[config.mk]
export PLATFORM = sky130hd
export DESIGN_NAME = rv32_exec_top
export DESIGN_NICKNAME = d
export VERILOG_FILES = /design/src/logic/rv32_pkg.sv /design/src/logic/rv32_exec_top.sv /design/src/logic/rv32_exec_regs.sv /design/src/logic/rv32_alu.sv /design/src/logic/rv32_decode.sv
export VERILOG_INCLUDE_DIRS = /design/src /design/src/logic
export SDC_FILE = /design/constraint.sdc
export NUM_CORES = 1
export LEC_CHECK = 0
export BUFFER_PORTS_ARGS = -buffer_cell sky130_fd_sc_hd__clkbuf_2
export CELL_PAD_IN_SITES_DETAIL_PLACEMENT = 1
export CELL_PAD_IN_SITES_GLOBAL_PLACEMENT = 1
export CORE_MARGIN = 1.5
export CORE_UTILIZATION = 45
export DETAILED_ROUTE_END_ITERATION = 12
export PLACE_DENSITY_LB_ADDON = 0.08
export SYNTH_ARGS = -nofsm -noshare
export SYNTH_HDL_FRONTEND = slang
export SYNTH_HIERARCHICAL = 1
export SYNTH_SLANG_ARGS = --single-unit
[constraint.sdc]
create_clock -name clk -period 7.8 [get_ports clk]
set_clock_uncertainty 0.15 [all_clocks]
set_input_delay 0.78 -clock clk [delete_from_list [all_inputs] [get_ports clk]]
set_output_delay 0.78 -clock clk [all_outputs]
set_load 0.01 [all_outputs]
[src/logic/rv32_defines.svh]
`ifndef RV32_DEFINES_SVH
`define RV32_DEFINES_SVH

// datapath width, one machine word
`define RV32_XLEN 32

// AXI4-Lite address width seen by the register block
`define RV32_AXI_ADDR_W 8

// register map, byte offsets
`define RV32_REG_PC     8'h00
`define RV32_REG_RS1    8'h04
`define RV32_REG_RS2    8'h08

// writing INSTR launches the instruction
`define RV32_REG_INSTR  8'h0C

// read-only
`define RV32_REG_RESULT 8'h10

// read-only, bit 0 done, bit 1 illegal
`define RV32_REG_STATUS 8'h14

// status bit positions
`define RV32_STATUS_DONE    0
`define RV32_STATUS_ILLEGAL 1

`endif
[src/logic/rv32_pkg.sv]
`include "rv32_defines.svh"

package rv32_pkg;

    typedef logic [`RV32_XLEN-1:0] word_t;

    // alu operation select
    typedef enum logic [3:0] {
        ALU_ADD_SUB = 4'b0000,
        ALU_XOR     = 4'b0001,
        ALU_OR      = 4'b0010,
        ALU_AND     = 4'b0011,
        ALU_SLL     = 4'b0100,
        ALU_SRL_SRA = 4'b0101,
        ALU_SLT     = 4'b0110,
        ALU_SLTU    = 4'b0111,
        ALU_SRC2    = 4'b1000
    } alu_op_e;

    typedef enum logic {
        SRC1_REG = 1'b0,
        SRC1_PC  = 1'b1
    } src1_sel_e;

    typedef enum logic {
        SRC2_REG = 1'b0,
        SRC2_IMM = 1'b1
    } src2_sel_e;

    // major opcodes handled by the unit
    typedef enum logic [6:0] {
        OPC_OP     = 7'b0110011,
        OPC_OP_IMM = 7'b0010011,
        OPC_LUI    = 7'b0110111,
        OPC_AUIPC  = 7'b0010111
    } opcode_e;

    typedef enum logic [2:0] {
        F3_ADD_SUB = 3'b000,
        F3_SLL     = 3'b001,
        F3_SLT     = 3'b010,
        F3_SLTU    = 3'b011,
        F3_XOR     = 3'b100,
        F3_SRL_SRA = 3'b101,
        F3_OR      = 3'b110,
        F3_AND     = 3'b111
    } funct3_e;

    typedef struct packed {
        alu_op_e   op;
        logic      sub_sra;
        src1_sel_e src1_sel;
        src2_sel_e src2_sel;
    } alu_ctrl_t;

    typedef struct packed {
        word_t pc;
        word_t rs1_value;
        word_t rs2_value;
        word_t imm;
    } issue_t;

    localparam logic [1:0] AXI_RESP_OKAY   = 2'b00;
    localparam logic [1:0] AXI_RESP_SLVERR = 2'b10;

    typedef struct packed {
        logic                        awvalid;
        logic [`RV32_AXI_ADDR_W-1:0] awaddr;
        logic                        wvalid;
        word_t                       wdata;
        logic [`RV32_XLEN/8-1:0]     wstrb;
        logic                        bready;
    } axil_wr_req_t;

    typedef struct packed {
        logic       awready;
        logic       wready;
        logic       bvalid;
        logic [1:0] bresp;
    } axil_wr_rsp_t;

    typedef struct packed {
        logic                        arvalid;
        logic [`RV32_AXI_ADDR_W-1:0] araddr;
        logic                        rready;
    } axil_rd_req_t;

    typedef struct packed {
        logic       arready;
        logic       rvalid;
        word_t      rdata;
        logic [1:0] rresp;
    } axil_rd_rsp_t;

endpackage

[src/logic/rv32_exec_top.sv]
`timescale 1ns/100ps

module rv32_exec_top (
    input  logic                   clk,
    input  logic                   reset,
    input  rv32_pkg::axil_wr_req_t wr_req,
    output rv32_pkg::axil_wr_rsp_t wr_rsp,
    input  rv32_pkg::axil_rd_req_t rd_req,
    output rv32_pkg::axil_rd_rsp_t rd_rsp
);
    import rv32_pkg::*;

    word_t     instr;
    logic      issue;
    issue_t    regs_operands;
    issue_t    alu_operands;
    alu_ctrl_t ctrl;
    word_t     imm;
    logic      illegal;
    word_t     result;
    logic      result_valid;

    rv32_exec_regs u_rv32_exec_regs (
        .clk          (clk),
        .reset        (reset),
        .wr_req       (wr_req),
        .wr_rsp       (wr_rsp),
        .rd_req       (rd_req),
        .rd_rsp       (rd_rsp),
        .instr        (instr),
        .issue        (issue),
        .operands     (regs_operands),
        .illegal      (illegal),
        .result       (result),
        .result_valid (result_valid)
    );

    rv32_decode u_rv32_decode (
        .instr   (instr),
        .ctrl    (ctrl),
        .imm     (imm),
        .illegal (illegal)
    );

    // register block leaves imm empty, the decoder fills it
    always_comb begin
        alu_operands     = regs_operands;
        alu_operands.imm = imm;
    end

    rv32_alu u_rv32_alu (
        .clk          (clk),
        .reset        (reset),
        .issue        (issue),
        .ctrl         (ctrl),
        .operands     (alu_operands),
        .result       (result),
        .result_valid (result_valid)
    );

endmodule

[src/logic/rv32_exec_regs.sv]
`timescale 1ns/100ps

`include "rv32_defines.svh"

module rv32_exec_regs (
    input  logic                   clk,
    input  logic                   reset,
    input  rv32_pkg::axil_wr_req_t wr_req,
    output rv32_pkg::axil_wr_rsp_t wr_rsp,
    input  rv32_pkg::axil_rd_req_t rd_req,
    output rv32_pkg::axil_rd_rsp_t rd_rsp,
    output rv32_pkg::word_t        instr,
    output logic                   issue,
    output rv32_pkg::issue_t       operands,
    input  logic                   illegal,
    input  rv32_pkg::word_t        result,
    input  logic                   result_valid
);
    import rv32_pkg::*;

    word_t      pc_q;
    word_t      rs1_q;
    word_t      rs2_q;
    word_t      instr_q;
    word_t      result_q;
    logic       issue_q;
    logic       done_q;
    logic       illegal_q;
    logic       illegal_issue_q;
    logic       bvalid_q;
    logic [1:0] bresp_q;
    logic       rvalid_q;
    word_t      rdata_q;
    logic [1:0] rresp_q;
    logic       wr_accept;
    logic       launch;
    logic       rd_accept;
    word_t      rd_word;
    logic       rd_err;

    function automatic word_t apply_strb(input word_t old_val, input word_t new_val,
                                         input logic [`RV32_XLEN/8-1:0] strb);
        word_t res;
        res = old_val;
        for (int i = 0; i < `RV32_XLEN/8; i++) begin
            if (strb[i]) begin
                res[8*i +: 8] = new_val[8*i +: 8];
            end
        end
        return res;
    endfunction

    // address and data are taken together, one write at a time
    assign wr_accept = wr_req.awvalid && wr_req.wvalid && !bvalid_q;
    assign launch    = wr_accept && wr_req.awaddr == `RV32_REG_INSTR;
    assign rd_accept = rd_req.arvalid && !rvalid_q;

    assign wr_rsp = '{awready: wr_accept, wready: wr_accept, bvalid: bvalid_q, bresp: bresp_q};
    assign rd_rsp = '{arready: !rvalid_q, rvalid: rvalid_q, rdata: rdata_q, rresp: rresp_q};

    assign instr    = instr_q;
    assign issue    = issue_q;
    assign operands = '{pc: pc_q, rs1_value: rs1_q, rs2_value: rs2_q, imm: '0};

    always_ff @(posedge clk) begin
        if (reset) begin
            bvalid_q <= 1'b0;
            bresp_q  <= AXI_RESP_OKAY;
            pc_q     <= '0;
            rs1_q    <= '0;
            rs2_q    <= '0;
            instr_q  <= '0;
            issue_q  <= 1'b0;
        end else begin
            issue_q <= launch;
            if (wr_accept) begin
                bvalid_q <= 1'b1;
                bresp_q  <= AXI_RESP_OKAY;
                case (wr_req.awaddr)
                    `RV32_REG_PC:    pc_q    <= apply_strb(pc_q, wr_req.wdata, wr_req.wstrb);
                    `RV32_REG_RS1:   rs1_q   <= apply_strb(rs1_q, wr_req.wdata, wr_req.wstrb);
                    `RV32_REG_RS2:   rs2_q   <= apply_strb(rs2_q, wr_req.wdata, wr_req.wstrb);
                    `RV32_REG_INSTR: instr_q <= apply_strb(instr_q, wr_req.wdata, wr_req.wstrb);
                    // read-only and unmapped
                    default:         bresp_q <= AXI_RESP_SLVERR;
                endcase
            end else if (wr_req.bready) begin
                bvalid_q <= 1'b0;
            end
        end
    end

    // done drops at launch, illegal follows the decode sampled at issue
    always_ff @(posedge clk) begin
        if (reset) begin
            result_q        <= '0;
            done_q          <= 1'b0;
            illegal_q       <= 1'b0;
            illegal_issue_q <= 1'b0;
        end else begin
            if (launch) begin
                done_q <= 1'b0;
            end
            if (issue_q) begin
                illegal_issue_q <= illegal;
            end
            if (result_valid) begin
                result_q  <= result;
                done_q    <= 1'b1;
                illegal_q <= illegal_issue_q;
            end
        end
    end

    always_comb begin
        rd_word = '0;
        rd_err  = 1'b0;
        case (rd_req.araddr)
            `RV32_REG_PC:     rd_word = pc_q;
            `RV32_REG_RS1:    rd_word = rs1_q;
            `RV32_REG_RS2:    rd_word = rs2_q;
            `RV32_REG_INSTR:  rd_word = instr_q;
            `RV32_REG_RESULT: rd_word = result_q;
            `RV32_REG_STATUS: begin
                rd_word[`RV32_STATUS_DONE]    = done_q;
                rd_word[`RV32_STATUS_ILLEGAL] = illegal_q;
            end
            default:          rd_err = 1'b1;
        endcase
    end

    always_ff @(posedge clk) begin
        if (reset) begin
            rvalid_q <= 1'b0;
        end else if (rd_accept) begin
            rvalid_q <= 1'b1;
        end else if (rd_req.rready) begin
            rvalid_q <= 1'b0;
        end
    end

    always_ff @(posedge clk) begin
        if (rd_accept) begin
            rdata_q <= rd_word;
            rresp_q <= rd_err ? AXI_RESP_SLVERR : AXI_RESP_OKAY;
        end
    end

    a_bvalid_hold: assert property (@(posedge clk) disable iff (reset)
        wr_rsp.bvalid && !wr_req.bready |=> wr_rsp.bvalid && $stable(wr_rsp.bresp));

    a_rvalid_hold: assert property (@(posedge clk) disable iff (reset)
        rd_rsp.rvalid && !rd_req.rready |=> rd_rsp.rvalid && $stable(rd_rsp.rdata));

endmodule

[src/logic/rv32_alu.sv]
`timescale 1ns/100ps

module rv32_alu (
    input  logic                clk,
    input  logic                reset,
    input  logic                issue,
    input  rv32_pkg::alu_ctrl_t ctrl,
    input  rv32_pkg::issue_t    operands,
    output rv32_pkg::word_t     result,
    output logic                result_valid
);
    import rv32_pkg::*;

    word_t       src1;
    word_t       src2;
    logic [4:0]  shamt;
    logic        do_sub;
    logic [32:0] add_sub;
    logic [32:0] shift_ext;
    logic [32:0] shift_wide;
    logic        sign;
    logic        ovf;
    logic        lt;
    logic        ltu;
    word_t       alu_out;

    assign src1  = (ctrl.src1_sel == SRC1_PC) ? operands.pc : operands.rs1_value;
    assign src2  = (ctrl.src2_sel == SRC2_IMM) ? operands.imm : operands.rs2_value;
    assign shamt = src2[4:0];

    // compares always subtract, whatever sub_sra says
    assign do_sub  = ctrl.sub_sra || ctrl.op == ALU_SLT || ctrl.op == ALU_SLTU;
    assign add_sub = do_sub ? {1'b0, src1} - {1'b0, src2} : {1'b0, src1} + {1'b0, src2};

    // extra top bit carries the sign for sra, zero for srl
    assign shift_ext  = {ctrl.sub_sra & src1[31], src1};
    assign shift_wide = $signed(shift_ext) >>> shamt;

    assign sign = add_sub[31];
    assign ovf  = (src1[31] != src2[31]) && (sign != src1[31]);
    assign lt   = sign ^ ovf;
    assign ltu  = add_sub[32];  // borrow out of the subtract

    always_comb begin
        case (ctrl.op)
            ALU_ADD_SUB: alu_out = add_sub[31:0];
            ALU_XOR:     alu_out = src1 ^ src2;
            ALU_OR:      alu_out = src1 | src2;
            ALU_AND:     alu_out = src1 & src2;
            ALU_SLL:     alu_out = src1 << shamt;
            ALU_SRL_SRA: alu_out = shift_wide[31:0];
            ALU_SLT:     alu_out = {31'b0, lt};
            ALU_SLTU:    alu_out = {31'b0, ltu};
            ALU_SRC2:    alu_out = src2;
            default:     alu_out = '0;
        endcase
    end

    always_ff @(posedge clk) begin
        if (reset) begin
            result_valid <= 1'b0;
        end else begin
            result_valid <= issue;
        end
    end

    always_ff @(posedge clk) begin
        if (issue) begin
            result <= alu_out;
        end
    end

    // decoder must never hand over an undefined op
    a_op_defined: assert property (@(posedge clk) disable iff (reset)
        issue |-> ctrl.op inside {ALU_ADD_SUB, ALU_XOR, ALU_OR, ALU_AND, ALU_SLL,
                                  ALU_SRL_SRA, ALU_SLT, ALU_SLTU, ALU_SRC2});

endmodule

[src/logic/rv32_decode.sv]
`timescale 1ns/100ps

module rv32_decode (
    input  rv32_pkg::word_t     instr,
    output rv32_pkg::alu_ctrl_t ctrl,
    output rv32_pkg::word_t     imm,
    output logic                illegal
);
    import rv32_pkg::*;

    localparam logic [6:0] F7_BASE = 7'h00;
    localparam logic [6:0] F7_ALT  = 7'h20;

    logic [6:0] opcode;
    funct3_e    funct3;
    logic [6:0] funct7;
    word_t      imm_i;
    word_t      imm_u;

    assign opcode = instr[6:0];
    assign funct3 = funct3_e'(instr[14:12]);
    assign funct7 = instr[31:25];

    assign imm_i = {{20{instr[31]}}, instr[31:20]};
    assign imm_u = {instr[31:12], 12'b0};

    // funct3 order differs from the alu op encoding
    function automatic alu_op_e op_from_funct3(input funct3_e f3);
        alu_op_e op;
        case (f3)
            F3_ADD_SUB: op = ALU_ADD_SUB;
            F3_SLL:     op = ALU_SLL;
            F3_SLT:     op = ALU_SLT;
            F3_SLTU:    op = ALU_SLTU;
            F3_XOR:     op = ALU_XOR;
            F3_SRL_SRA: op = ALU_SRL_SRA;
            F3_OR:      op = ALU_OR;
            F3_AND:     op = ALU_AND;
            default:    op = ALU_ADD_SUB;
        endcase
        return op;
    endfunction

    always_comb begin
        ctrl.op       = ALU_ADD_SUB;
        ctrl.sub_sra  = 1'b0;
        ctrl.src1_sel = SRC1_REG;
        ctrl.src2_sel = SRC2_REG;
        imm           = '0;
        illegal       = 1'b0;

        case (opcode)
            OPC_OP: begin
                ctrl.op = op_from_funct3(funct3);
                // 0x20 only selects SUB or SRA
                if (funct7 == F7_ALT && (funct3 == F3_ADD_SUB || funct3 == F3_SRL_SRA)) begin
                    ctrl.sub_sra = 1'b1;
                end else if (funct7 != F7_BASE) begin
                    illegal = 1'b1;
                end
            end
            OPC_OP_IMM: begin
                ctrl.op       = op_from_funct3(funct3);
                ctrl.src2_sel = SRC2_IMM;
                imm           = imm_i;
                // upper immediate bits are funct7 for shifts only
                if (funct3 == F3_SRL_SRA && funct7 == F7_ALT) begin
                    ctrl.sub_sra = 1'b1;
                end else if ((funct3 == F3_SLL || funct3 == F3_SRL_SRA) &&
                             funct7 != F7_BASE) begin
                    illegal = 1'b1;
                end
            end
            OPC_LUI: begin
                ctrl.op       = ALU_SRC2;
                ctrl.src2_sel = SRC2_IMM;
                imm           = imm_u;
            end
            OPC_AUIPC: begin
                ctrl.op       = ALU_ADD_SUB;
                ctrl.src1_sel = SRC1_PC;
                ctrl.src2_sel = SRC2_IMM;
                imm           = imm_u;
            end
            default: begin
                illegal = 1'b1;
            end
        endcase
    end

endmodule

==> results.sh <==
export IMPL_cellLeakagePower_nw=8.80
export IMPL_grt_pass1_vias=17900
export IMPL_finish_net_count=2364
export IMPL_tritoncts="yes"
export IMPL_total_net_switching_power_uw=697
export IMPL_cap_viol_max_count=0
export IMPL_r2r_end="u_rv32_alu/result[29]"
export IMPL_r2r_slack_ps=740
export IMPL_cts_setup_buffers=0
export IMPL_fmax_ghz=0.142
export IMPL_synth_avg_cell_area_um2=8.59
export IMPL_grt_ovfl_total=0
export IMPL_power_density_of_the_placed_cells_nw_per_um2=138
export IMPL_worst_ep_arrival_time_ps=7210
export IMPL_max_incr_delay_on_cp_ps=660
export IMPL_syn_area_um2=18800
export IMPL_cts_buffers_inserted=28
export IMPL_chipWidth_um=207
export IMPL_power_report_internal_total_mw=2.16
export IMPL_dp_hpwl_mm=60.7
export IMPL_postCtsHoldBufs=0
export IMPL_worst_setup_path_end_kind="flop"
export IMPL_rr_startpoint="u_rv32_exec_regs/instr[0]"
export IMPL_holdPathEnd="u_rv32_exec_regs/rvalid_q"
export IMPL_failing_checks="DRC"
export IMPL_global_route_usage_total_pct=37.1
export IMPL_post_cts_resize_count=0
export IMPL_slowest_stage="a221oi_1"
export IMPL_placed_area_um2=19600
export IMPL_crit_path_start_kind="flop"
export IMPL_initial_utilization_pct=45.8
export IMPL_route_detailed_vias_per_inst=6.51
export IMPL_period_minus_slack_ps=7060
export IMPL_first_iter_violations=1868
export IMPL_finalPower_mw=2.86
export IMPL_clock_edge_transition_at_the_registers_on_the_reported_setup_and_hold_paths_ps=60
export IMPL_routed_wire_length_per_instance_um=29.5
export IMPL_min_period_over_period_pct=90.5
export IMPL_final_setup_slack_of_the_worst_path_ps=744
export IMPL_areaGrowthSynthToFinish_pct=9.90
export IMPL_place_gp_congestion=1.01
export IMPL_min_from="rd_req[0]"
export IMPL_multiInputGateArea_um2=12500
export IMPL_power_share_clock_pct=50.8
export IMPL_design_area_um2=20700
export IMPL_rows=74
export IMPL_final_setup_viol_count=0
export IMPL_slew_headroom_pct=21.9
export IMPL_ir_drop_mv=0.174
export IMPL_initial_antenna_violation_count=0
export IMPL_p_seq_share_pct=43.9
export IMPL_cts_sinks=233
export IMPL_worst_r2r_path_depth=20
export IMPL_diodes=0
export IMPL_path_max_fanout=15
export IMPL_worstSkewPairLatency_ps=600
export IMPL_synth_cells=2188
export IMPL_coreArea_um2=41000
export IMPL_route_detailed_drc=11
export IMPL_placed_cells=2708
export IMPL_required_ps=7960
export IMPL_top_level_ports=100
export IMPL_hold_path_depth=2
export IMPL_cp_startpoint="u_rv32_exec_regs/instr[0]"
export IMPL_grt_start_max_net_pins=102
export IMPL_worst_pin_slew_ps=1170
export IMPL_switching_part_of_the_total_pct=24.4
export IMPL_dpl_worst_slack_ps=1010
export IMPL_routed_via_count=18000
export IMPL_clock_tree_htree_level_count=1
export IMPL_ys_warn_count=6
export IMPL_clockBufferDepth=3
export IMPL_clockRootBuffer="clkbuf_16"
export IMPL_setup_total_negative_slack_ps=0
export IMPL_layout_drive_gt1_share_pct=13.1
export IMPL_finalNonFillerCells=2760
export IMPL_firstDrtPassIters=10
export IMPL_outcome="finished, violations left"
export IMPL_worstPathCellList="nand4b_4, or2_1, nor2_4, mux2i_4, buf_4, ha_1, o2111ai_1, nor4_1, and2b_1, nand2_1, o21ai_0, xnor2_1, ha_1, a21oi_1, o211ai_1, a221oi_1, o211ai_1, a221oi_1, or4_1, nand3_1"
export IMPL_setup_worst_path_class="reg2reg"
export IMPL_finalMaxSlewViolations=0
export IMPL_postRouteAntennaNets=0
export IMPL_hold_vio_cnt_final=0
export IMPL_floorplan_die_area_um2=43000
export IMPL_first_pass_grt_wire_length_mm=120
export IMPL_floorplan_die_height_um=207
export IMPL_hold_class="in2reg"
export IMPL_nFillCells=4789
export IMPL_grt_setup_unrepaired="no"
export IMPL_place_port_buffers=97
export IMPL_share_comb_of_total_power_pct=5.3
export IMPL_finalWirelength_mm=81.5
export IMPL_seqCellArea_um2=5320
[cell usage in the layout, fill, tap and decap left out, types with 26 or more instances in the layout]
cell and count:
a21oi_1 125, o21ai_0 80, clkbuf_2 96, o211ai_1 36, nand2_1 211, buf_4 45, nand3_1 26, ha_1 98
edfxtp_1 65, nor2_1 284, inv_1 62, o2bb2ai_1 29, xnor2_1 41, a22oi_1 38, nor3_1 30, mux2i_1 350
clkbuf_16 33, dfxtp_1 167
[through the flow]
| step | hold WS [ps] | utilization [%] |
|---|---|---|
| finish | 234 | 50.4 |
| global placement | 317 | 47.8 |
| detailed placement | 325 | 47.8 |
| global route | 223 | 50.4 |
| floorplan | 301 | - |
| CTS | 222 | 50.4 |
[state kept, by name, indices dropped and copies added (netlist names)]
register / count
u_rv32_exec_regs/result_q: 32
u_rv32_alu/result: 32
u_rv32_exec_regs/rvalid_q: 1
u_rv32_exec_regs/rresp_q: 1
u_rv32_exec_regs/rdata_q: 32
u_rv32_exec_regs/illegal_issue_q: 1
u_rv32_exec_regs/bresp_q: 1
u_rv32_exec_regs/rs2_q: 32
u_rv32_exec_regs/instr: 32
u_rv32_exec_regs/rs1_q: 32
u_rv32_exec_regs/pc_q: 32
u_rv32_exec_regs/done_q: 1
u_rv32_alu/result_valid: 1
u_rv32_exec_regs/bvalid_q: 1
u_rv32_exec_regs/illegal_q: 1
u_rv32_exec_regs/issue: 1
[cell type report]
class / instances / area share, %
Multi-Input combinational cell: 1727 / 60.7
Sequential cell: 233 / 25.7
Clock buffer: 39 / 4.25
Timing Repair Buffer: 141 / 3.96
Tap cell: 532 / 3.22
Inverter: 75 / 1.38
Clock inverter: 13 / 0.751
[how the worst max path moves through the flow]
stage               cells after the start  slack, ps               endpoint
floorplan                              26       1460  u_rv32_alu/result[23]
global placement                       20       1120  u_rv32_alu/result[27]
detailed placement                     20       1010  u_rv32_alu/result[27]
CTS                                    20        980  u_rv32_alu/result[29]
global route                           20        480  u_rv32_alu/result[27]
finish                                 20        740  u_rv32_alu/result[29]
[layer usage]
metal  global-route usage [%]  share of wire [%]  vias to the layer above
li1                         -                  -                     8007
met4                     16.2                4.7                        0
met2                     57.4                 44                      814
met1                     50.8                 43                     8971
met3                     6.37                8.1                      168
met5                        0                  0                        -
[power groups by stage]
stage | Combinational (mW) | Sequential (mW) | Clock (mW)
floorplan | 0.0830 | 1.29 | 0
global placement | 0.147 | 1.28 | 0
detailed placement | 0.150 | 1.28 | 0
CTS | 0.150 | 1.26 | 1.47
global route | 0.161 | 1.26 | 1.52
finish | 0.151 | 1.26 | 1.45
[worst max-delay path: cells and delay by family, from the launching register on]
kind                     cells  cell delay, ps
AO/OA/AOI/OAI                7            2770
XOR/XNOR                     1             210
multiplexers                 1             320
AND/OR/NAND/NOR              8            2170
buffers and inverters        1             190
flip-flops                   1             400
adder cells (fa/ha/maj)      2             570
No activity file was read; power rests on OpenSTA's default activity.
